`config.mk`:
```
export PLATFORM = sky130hd
export DESIGN_NAME = fpgaIoTop
export DESIGN_NICKNAME = d
export VERILOG_FILES = /design/src/common/fpgaIoPkg.sv /design/src/busDecoder.sv /design/src/buttonSync.sv /design/src/ioDriver/segEncoder.sv /design/src/ioDriver/ioDriver.sv /design/src/fpgaIoTop.sv
export VERILOG_INCLUDE_DIRS = /design/src /design/src/common
export SDC_FILE = /design/constraint.sdc
export NUM_CORES = 1
export LEC_CHECK = 0
export ABC_AREA = 1
export ABC_CLOCK_PERIOD_IN_PS = 1880
export BUFFER_PORTS_ARGS = -buffer_cell sky130_fd_sc_hd__buf_2
export CELL_PAD_IN_SITES_DETAIL_PLACEMENT = 1
export CELL_PAD_IN_SITES_GLOBAL_PLACEMENT = 1
export CORE_MARGIN = 5
export CORE_UTILIZATION = 39
export DETAILED_ROUTE_END_ITERATION = 6
export PLACE_DENSITY = 0.82
export SETUP_SLACK_MARGIN = 0.4
export SKIP_CTS_REPAIR_TIMING = 1
export SYNTH_ARGS = -nofsm -noshare
export SYNTH_HDL_FRONTEND = slang
export SYNTH_SLANG_ARGS = --single-unit
```
`constraint.sdc`:
```
create_clock -name clk -period 1.88 [get_ports clk]
set_clock_uncertainty 0.15 [all_clocks]
set_input_delay 0.188 -clock clk [delete_from_list [all_inputs] [get_ports clk]]
set_output_delay 0.188 -clock clk [all_outputs]
set_load 0.01 [all_outputs]
```
`src/common/fpgaIo_cfg.svh`:
```
`ifndef FPGA_IO_CFG_SVH
`define FPGA_IO_CFG_SVH

// high address byte that selects the board I/O page
`define IO_PAGE 8'h80

// offsets within the I/O page

// eight digit registers start here
`define SEG_BASE 0

// LED bytes, one register each
`define LED_LEFT_OFS 8
`define LED_RIGHT_OFS 9

// first button byte, one button per offset, value in bit 0
`define BTN_BASE 10

// board sizes

`define NUM_DIGITS 8
`define NUM_BUTTONS 21

// glyph for "0", shown on every digit out of reset
`define RESET_GLYPH 8'h3F

`endif

```
`src/common/fpgaIoPkg.sv`:
```
`include "fpgaIo_cfg.svh"

package fpgaIoPkg;

  // processor bus
  typedef logic [15:0] busAddrT;
  typedef logic [7:0] ioOffsetT;
  typedef logic [7:0] byteT;

  // bit 7 is the decimal point, bits 6 down to 0 are segments g to a
  typedef logic [7:0] glyphT;

  // one bit per push button
  typedef logic [`NUM_BUTTONS-1:0] buttonVecT;

  // number of values with a defined glyph
  localparam int GLYPH_COUNT = 20;

  // shown for any value past the table
  localparam glyphT GLYPH_DP_ONLY = 8'h80;

  // hex digits 0-F, then H, w, o, r
  localparam glyphT GLYPH_CODES [GLYPH_COUNT] = '{
    8'h3F, 8'h06, 8'h5B, 8'h4F,
    8'h66, 8'h6D, 8'h7D, 8'h07,
    8'h7F, 8'h6F, 8'h77, 8'h7C,
    8'h39, 8'h5E, 8'h79, 8'h71,
    8'h76, 8'h3E, 8'h5C, 8'h50
  };

endpackage

```
`src/busDecoder.sv`:
```
`include "fpgaIo_cfg.svh"

module busDecoder (
  input  fpgaIoPkg::busAddrT  addrBus,
  input  logic                writeEn,
  input  logic                readEn,
  input  fpgaIoPkg::byteT     ioReadData,
  output logic                regWrite,
  output fpgaIoPkg::ioOffsetT offset,
  output fpgaIoPkg::byteT     dataOut
);

  import fpgaIoPkg::*;

  byteT pageByte;
  logic pageHit;
  logic readHit;

  // split the address into page and offset
  assign pageByte = addrBus[15:8];
  assign offset   = addrBus[7:0];

  // the only place that checks the page
  assign pageHit = (pageByte == byteT'(`IO_PAGE));

  // strobes are plain levels, so a hit simply gates them
  assign regWrite = writeEn & pageHit;
  assign readHit  = readEn & pageHit;

  // read-data return to the processor
  // bus floats to zero unless a page read is in progress
  always_comb begin
    if (readHit) begin
      dataOut = ioReadData;
    end else begin
      dataOut = '0;
    end
  end

endmodule

```
`src/buttonSync.sv`:
```
module buttonSync (
  input  logic                 clk,
  input  logic                 nrst,
  input  fpgaIoPkg::buttonVecT buttons,
  output fpgaIoPkg::buttonVecT btnSync
);

  import fpgaIoPkg::*;

  // first stage may go metastable
  buttonVecT stage1;

  // board buttons are asynchronous to clk
  always_ff @(posedge clk or negedge nrst) begin
    if (!nrst) begin
      stage1  <= '0;
      btnSync <= '0;
    end else begin
      stage1  <= buttons;
      // second stage settles before anyone reads it
      btnSync <= stage1;
    end
  end

endmodule

```
`src/ioDriver/segEncoder.sv`:
```
module segEncoder (
  input  fpgaIoPkg::byteT  value,
  output fpgaIoPkg::glyphT glyph
);

  import fpgaIoPkg::*;

  localparam byteT LAST_CODE = byteT'(GLYPH_COUNT - 1);

  // table holds 0-F and the letters H, w, o, r
  always_comb begin
    case (value) inside
      [8'd0 : LAST_CODE]: begin
        // only the low five bits are needed inside the range
        glyph = GLYPH_CODES[value[4:0]];
      end
      default: begin
        // anything else lights the decimal point alone
        glyph = GLYPH_DP_ONLY;
      end
    endcase
  end

endmodule

```
`src/ioDriver/ioDriver.sv`:
```
`include "fpgaIo_cfg.svh"

module ioDriver (
  input  logic                 clk,
  input  logic                 nrst,
  input  logic                 regWrite,
  input  fpgaIoPkg::ioOffsetT  offset,
  input  fpgaIoPkg::byteT      dataIn,
  input  fpgaIoPkg::buttonVecT btnSync,
  output fpgaIoPkg::byteT      ioReadData,
  output fpgaIoPkg::glyphT     seg0,
  output fpgaIoPkg::glyphT     seg1,
  output fpgaIoPkg::glyphT     seg2,
  output fpgaIoPkg::glyphT     seg3,
  output fpgaIoPkg::glyphT     seg4,
  output fpgaIoPkg::glyphT     seg5,
  output fpgaIoPkg::glyphT     seg6,
  output fpgaIoPkg::glyphT     seg7,
  output fpgaIoPkg::byteT      ledLeft,
  output fpgaIoPkg::byteT      ledRight
);

  import fpgaIoPkg::*;

  localparam int DIGIT_IDX_W = $clog2(`NUM_DIGITS);
  localparam int BTN_IDX_W   = $clog2(`NUM_BUTTONS);

  glyphT    encodedGlyph;
  glyphT    digitRegs [`NUM_DIGITS];
  ioOffsetT digitSel;
  ioOffsetT btnSel;
  logic     digitHit;
  logic     btnHit;

  // every digit write goes through the encoder
  segEncoder uSegEncoder (
    .value (dataIn),
    .glyph (encodedGlyph)
  );

  // offsets relative to each register group
  // out-of-range offsets wrap high and miss the bound check
  assign digitSel = offset - ioOffsetT'(`SEG_BASE);
  assign btnSel   = offset - ioOffsetT'(`BTN_BASE);

  assign digitHit = (digitSel < ioOffsetT'(`NUM_DIGITS));
  assign btnHit   = (btnSel < ioOffsetT'(`NUM_BUTTONS));

  // digit registers hold the glyph, not the raw value
  always_ff @(posedge clk or negedge nrst) begin
    if (!nrst) begin
      for (int i = 0; i < `NUM_DIGITS; i++) begin
        digitRegs[i] <= `RESET_GLYPH;
      end
    end else if (regWrite && digitHit) begin
      digitRegs[digitSel[DIGIT_IDX_W-1:0]] <= encodedGlyph;
    end
  end

  // LED bytes take dataIn as is
  always_ff @(posedge clk or negedge nrst) begin
    if (!nrst) begin
      ledLeft  <= '0;
      ledRight <= '0;
    end else if (regWrite) begin
      if (offset == ioOffsetT'(`LED_LEFT_OFS)) begin
        ledLeft <= dataIn;
      end
      if (offset == ioOffsetT'(`LED_RIGHT_OFS)) begin
        ledRight <= dataIn;
      end
    end
  end

  // digits are driven statically, no multiplexing
  assign seg0 = digitRegs[0];
  assign seg1 = digitRegs[1];
  assign seg2 = digitRegs[2];
  assign seg3 = digitRegs[3];
  assign seg4 = digitRegs[4];
  assign seg5 = digitRegs[5];
  assign seg6 = digitRegs[6];
  assign seg7 = digitRegs[7];

  // button read-back, one button per byte in bit 0
  // digit and LED registers are write-only
  always_comb begin
    ioReadData = '0;
    if (btnHit) begin
      ioReadData[0] = btnSync[btnSel[BTN_IDX_W-1:0]];
    end
  end

endmodule

```
`src/fpgaIoTop.sv`:
```
module fpgaIoTop (
  input  logic                 clk,
  input  logic                 nrst,
  input  fpgaIoPkg::busAddrT   addrBus,
  input  fpgaIoPkg::byteT      dataIn,
  input  logic                 writeEn,
  input  logic                 readEn,
  input  fpgaIoPkg::buttonVecT buttons,
  output fpgaIoPkg::byteT      dataOut,
  output fpgaIoPkg::glyphT     seg0,
  output fpgaIoPkg::glyphT     seg1,
  output fpgaIoPkg::glyphT     seg2,
  output fpgaIoPkg::glyphT     seg3,
  output fpgaIoPkg::glyphT     seg4,
  output fpgaIoPkg::glyphT     seg5,
  output fpgaIoPkg::glyphT     seg6,
  output fpgaIoPkg::glyphT     seg7,
  output fpgaIoPkg::byteT      ledLeft,
  output fpgaIoPkg::byteT      ledRight
);

  import fpgaIoPkg::*;

  logic      regWrite;
  ioOffsetT  offset;
  buttonVecT btnSync;
  byteT      ioReadData;

  // page match, write strobe and read return
  busDecoder uBusDecoder (
    .addrBus    (addrBus),
    .writeEn    (writeEn),
    .readEn     (readEn),
    .ioReadData (ioReadData),
    .regWrite   (regWrite),
    .offset     (offset),
    .dataOut    (dataOut)
  );

  buttonSync uButtonSync (
    .clk     (clk),
    .nrst    (nrst),
    .buttons (buttons),
    .btnSync (btnSync)
  );

  // digit and LED registers, button read-back
  ioDriver uIoDriver (
    .clk        (clk),
    .nrst       (nrst),
    .regWrite   (regWrite),
    .offset     (offset),
    .dataIn     (dataIn),
    .btnSync    (btnSync),
    .ioReadData (ioReadData),
    .seg0       (seg0),
    .seg1       (seg1),
    .seg2       (seg2),
    .seg3       (seg3),
    .seg4       (seg4),
    .seg5       (seg5),
    .seg6       (seg6),
    .seg7       (seg7),
    .ledLeft    (ledLeft),
    .ledRight   (ledRight)
  );

endmodule

```
[Yosys cells after proc, flatten, opt, wreduce, memory -nomap -nowiden]
Memories as Yosys holds them, arrays and structs flattened.
Index checks and enable logic that the tools add are counted.
Operators by class
  magnitude comparators: 8
  bitwise logic cells: 4
  reduce and logical (&&, ||, !) cells: 5
  $mul: 0
  divide/modulo/power cells: 0
  add/sub/neg operators: 1
  eq/ne operators: 3
  shift-type cells: 0
  mux-type cells: 10
Operator list (number)
  $bwmux W64: 1
  $mux W8: 4
  $demux W8 S3: 1
  $eq A8 B4 Y1 const B: 2
  $eq A8 B8 Y1 const B: 1
  $ge A8 B1 Y1 const B: 1
  $le A8 B5 Y1 const B: 1
  $lt A8 B4 Y1 const B: 1
  $lt A8 B5 Y1 const B: 1
  $sub A8 B4 Y8 const B: 1
  $ge A6 B6 Y1 const B: 1
  $lt A5 B6 Y1 const B: 1
  $not A5 Y6: 1
  $bmux W1 S5: 1
  $ge A4 B4 Y1 const B: 1
  $lt A4 B1 Y1 const B: 1
  $not A3 Y4: 1
  $reduce_and A2 Y1: 2
  $logic_and A1 B1 Y1: 3
  $mux W1: 3
  $and A1 B1 Y1: 2
Storage, ports and cells
  memories: 1
  RAM bits: 0
  memory bits (read-only): 256
  latch bits: 0
  bits of input ports: 49
  output and inout port bits: 88
  flip-flop bits (word level): 122
Memories
  (no name shown): words 32, bits a word 8, rd ports 1, clocked after memory_dff 0, wr ports 0, RTL line segEncoder.sv:15  | glyph = GLYPH_CODES[value[4:0]];

[Depth between registers and ports, before layout]
  depth in word-level cells: 6
  depth in mapped cells: 12

[By module]
A second synthesis with hierarchy kept.
Unflattened totals
  cells, all modules: 537
  area, all modules: 5280.1 um^2
Modules (own cells, without submodules)
  ioDriver: instances 1, area each 3643.5 um^2, sequential area each 2062.0 um^2, cells an instance 384
  buttonSync: instances 1, area each 1051.0 um^2, sequential area each 1051.0 um^2, cells an instance 42
  segEncoder: instances 1, area each 387.9 um^2, sequential area each 0.0 um^2, cells an instance 72
  busDecoder: instances 1, area each 197.7 um^2, sequential area each 0.0 um^2, cells an instance 39

[Least setup slack after synthesis]
No wires, ideal clock.
  path type: input to output
  start: input port addrBus[1]
  end: output port dataOut[0]
  arrival time: 1.359 ns
  cell stages on the path: 12
  setup slack: 0.183 ns
  cell sequence: buf_2 > inv_1 > ha_1 > inv_1 > nand2_1 > nand2_1 > nand2_1 > nor2_1 > nand2_1 > nor2_1 > nand3_1 > nor2_1
On the way
  word-level cells in the longest chain between the ends: 5
  elaborated cells between the ends (all ways): 6
  those cells by class: add/sub (1); order compare (1); mux (4)
Ends and longest elaborated chain
  start, declared: RTL line fpgaIoTop.sv:4  | input fpgaIoPkg::busAddrT addrBus,
  $sub A8 B4 Y8 *: RTL line ioDriver.sv:44  | assign btnSel = offset - ioOffsetT'(`BTN_BASE);
  $bmux W1 S5: RTL line ioDriver.sv:90  | ioReadData[0] = btnSync[btnSel[BTN_IDX_W-1:0]];
  $mux W1 (not written as such): RTL line ioDriver.sv:90
  $mux W1 *: RTL line ioDriver.sv:89  | if (btnHit) begin
  $mux W1 *: RTL line busDecoder.sv:33  | if (readHit) begin
  end, declared: RTL line fpgaIoTop.sv:9  | output fpgaIoPkg::byteT dataOut,
Mark *: on every way between the ends. The rest lies on a longest branch, timed or not. The select of a mux whose other input is x is not followed.

[Worst setup path after layout]
  start: register uButtonSync.btnSync[14]
  end: output port dataOut[0]
On the way
  word-level cells in the longest chain between the ends: 4
Ends and longest elaborated chain
  start, declared: RTL line buttonSync.sv:5  | output fpgaIoPkg::buttonVecT btnSync
  start signal, assigned: RTL line buttonSync.sv:21  | btnSync <= stage1;
  $bmux W1 S5: RTL line ioDriver.sv:90
  $mux W1 (not written as such): RTL line ioDriver.sv:90
  $mux W1: RTL line ioDriver.sv:89
  $mux W1: RTL line busDecoder.sv:33
No other way between the ends. The select of a mux whose other input is x is not followed.

==> results.py <==
metrics = {
    "run_status": {
        "status": "finished clean",
    },
    "power": {
        "p_sw_w": 0.00144,
        "ir_drop_mv": 0.612,
        "p_comb_share_pct": 6.2,
        "power_density_mw_per_mm2": 938,
        "p_sw_share_pct": 22.0,
        "seqPwrFrac_pct": 41.1,
        "p_leak_nw": 3.72,
        "power.internal_w": 0.00511,
        "p_clk_share_pct": 52.7,
    },
    "routing": {
        "num_vias": 4381,
        "wirelength_mm": 15.8,
        "wl_per_cell_um": 17.2,
        "drc": 0,
        "vias_per_cell": 4.78,
        "drtIter0Drc": 173,
        "firstDrtPassIters": 4,
        "ant_nets": 0,
    },
    "logic_synthesis": {
        "synth.top_cell.area_share_pct": 36.2,
        "ys_types": 29,
        "syn_area_sq_mm": 0.00512,
        "yosysSeqAreaShare_pct": 60.8,
        "yosys_warnings": 0,
        "yosys-top-cells-area": "dfrtp_1, dfstp_2, nand2_1",
        "synth-seq-cells": 122,
        "syn-instance-count": 552,
        "avgSynthCellArea_sq_um": 9.27,
        "yosys.area.top_type": "dfrtp_1",
    },
    "placed_design": {
        "dpl_worst_slack_ns": 0.0147,
        "gp_congestion": 0.829,
        "io_buffers": 129,
        "place_hpwl_mm": 11.0,
    },
    "final_layout": {
        "fillers": 1510,
        "antenna_cells": 0,
        "seq_area_sq_mm": 0.00311,
        "drive_gt1_share_pct": 36.1,
        "finish.net_count": 790,
        "multi_input_area_sq_mm": 0.00172,
        "areaGrowthSynthToFinish_pct": 36.5,
    },
    "sta": {
        "setup_ws_ns": 0.0576,
        "finalHoldViolCount": 0,
        "setup_tns_ns": 0,
        "rsz0062_at_grt": "true",
        "max_freq_mhz": 549,
        "tightest_slew_ns": 0.533,
        "post-route-min-period_ns": 1.82,
        "fin_crit_sh_pct": 96.9,
        "finalSetupViolCount": 0,
        "slew_headroom_pct": 64.4,
        "slew_viol_final": 0,
    },
    "setup_path": {
        "cpLargestDelayFamily": "simple AND/OR/NAND/NOR gates",
        "cpMaxStageDelayCell": "dfrtp_1",
        "crit_fanout": 1,
        "critPathBufInv": 2,
        "end_kind": "output pin",
        "path_class": "reg -> out",
        "critPathArrivalTime_ns": 1.48,
        "max_stage_delay_ns": 0.33,
        "startpoint_type": "register",
        "worstPathRequired_ns": 1.54,
        "crit_chain": "inv_1 > nand2_1 > nand2_1 > nand2_1 > nand3_2 > nand3_2 > nand3_2 > nor2_2 > buf_2",
    },
    "die": {
        "dieArea_sq_mm": 0.0155,
        "fp.dieW_um": 125,
        "rows": 41,
        "core-area_sq_mm": 0.0127,
        "start_util_pct": 40.2,
        "io_pins": 137,
        "fp.dieH_um": 125,
    },
    "clocking": {
        "clock_path_buffers": 2,
        "cts_sinks": 122,
        "htreeDepth": 4,
        "cts_tree": "built",
        "clk_latency_ns": 0.42,
        "path_clk_slew_ns": 0.06,
        "cts_made_buffers": 17,
        "cts_root_buf": "clkbuf_16",
    },
    "global_routing": {
        "grt_overflow": 0,
        "track_usage_pct": 20.2,
        "grt_pass1_vias": 4723,
        "grt_first_pass_wirelength_mm": 24.8,
        "antenna_found_initial": 0,
        "grt_max_degree": 40,
    },
    "hold_path": {
        "hp-class": "in -> reg",
    },
    "run": {
        "drv_cap": 0,
    },
}
routing by layer:
metal	track usage, %	up-vias	share of wire, %
met5	0	-	0
met4	6.25	0	1.1
met3	6.43	13	6.1
met2	34.2	129	52
met1	24.8	2174	41
li1	-	2065	-
cells in the final DEF, fill, tap and decap left out, types with 8 or more instances in the layout:
cell / synthesis / final
nor2_1: 18 / 16
buf_4: 7 / 23
o21ai_1: 13 / 13
o21ai_2: 9 / 9
buf_2: 11 / 128
a21oi_1: 10 / 10
dfrtp_1: 74 / 74
dfstp_2: 48 / 48
o21ai_0: 16 / 16
nand3_1: 23 / 18
ha_1: 9 / 8
inv_1: 47 / 42
clkbuf_16: 0 / 17
nand2_1: 232 / 231
dlygate4sd3_1: 0 / 25
cell families after synthesis:
logic type               Yosys count  share of synthesized area, %
adder cells (fa/ha/maj)            9                          2.20
AND/OR/NAND/NOR                  293                          23.8
other                              1                        0.0733
AO/OA/AOI/OAI                     54                          6.26
buffers and inverters             73                          6.87
flip-flops                       122                          60.8
sequential cells by signal, indices dropped and copies added (netlist names):
name and cells:
uIoDriver.seg6 8, uIoDriver.seg0 8, uIoDriver.seg1 8, uIoDriver.ledLeft 8, uIoDriver.seg4 8, uIoDriver.seg5 8, uIoDriver.seg3 8, uIoDriver.ledRight 8
uButtonSync.btnSync 21, uIoDriver.seg2 8, uIoDriver.seg7 8, uButtonSync.stage1 21
per-stage QoR:
stage / instance area [sq um] / utilization [%] / std cells / hold slack [ns] / power (W)
after floorplan: 5170 / - / 558 / -0.258 / 0.00291
after global placement: 6050 / 47.6 / 858 / -0.0538 / 0.00306
after detailed placement: 6050 / 47.6 / 858 / -0.0481 / 0.00308
after CTS: 6680 / 52.5 / 890 / -0.493 / 0.00655
after global routing: 6990 / 54.9 / 917 / -0.00148 / 0.00679
final: 6990 / 54.9 / 917 / 0.00327 / 0.00656
layout make-up:
type	count	area share, %
multi-input cells	363	24.6
repair buffers	179	16.1
well taps	172	3.08
clock inverters	12	2.45
clock buffers	20	6.54
inverters	49	2.67
flip-flops and latches	122	44.5
worst register-to-register path, cell delays in order, from the launching register on:
cell and delay [ns]:
dfstp_2 0.55, nand2_1 0.05, o21ai_1 0.09
cells in the mapped netlist:
cell type / instances
a21boi_0: 2
a21oi_1: 10
a21oi_2: 1
buf_2: 11
buf_4: 7
buf_6: 5
clkbuf_1: 1
conb_1: 1
dfrtp_1: 74
dfstp_2: 48
ha_1: 9
inv_1: 47
inv_2: 2
nand2_1: 232
nand2_2: 2
nand3_1: 23
nand3b_1: 1
nand4_1: 7
nor2_1: 18
nor2_2: 3
nor2_4: 3
nor3_4: 1
nor3b_4: 1
nor4_1: 2
o211ai_1: 2
o21a_1: 1
o21ai_0: 16
o21ai_1: 13
o21ai_2: 9
power by group through the flow:
stage	logic, W	registers, W	clock network (W)
3_3_place_gp	0.000328	0.00273	0
4_1_cts	0.000352	0.00269	0.00350
5_1_grt	0.000451	0.00270	0.00364
2_1_floorplan	0.000178	0.00273	0
6_report	0.000404	0.00269	0.00346
3_5_place_dp	0.000347	0.00274	0
worst paths after layout:
path | end | cells past startpoint | slack, ns | from
min | uIoDriver.ledRight[1] | 3 | 0.003 | dataIn[1]
max reg2reg | uIoDriver.seg3[5] | 2 | 0.96 | uIoDriver.seg3[5]
max | dataOut[0] | 9 | 0.06 | uButtonSync.btnSync[14]
min in group asynchronous | uButtonSync.btnSync[1] | 2 | 0.06 | nrst
max in group asynchronous | uIoDriver.seg4[4] | 3 | 0.87 | nrst
min reg2reg | uButtonSync.btnSync[2] | 0 | 0.19 | uButtonSync.stage1[2]
Note: power is estimated with default switching activity, not from simulation.
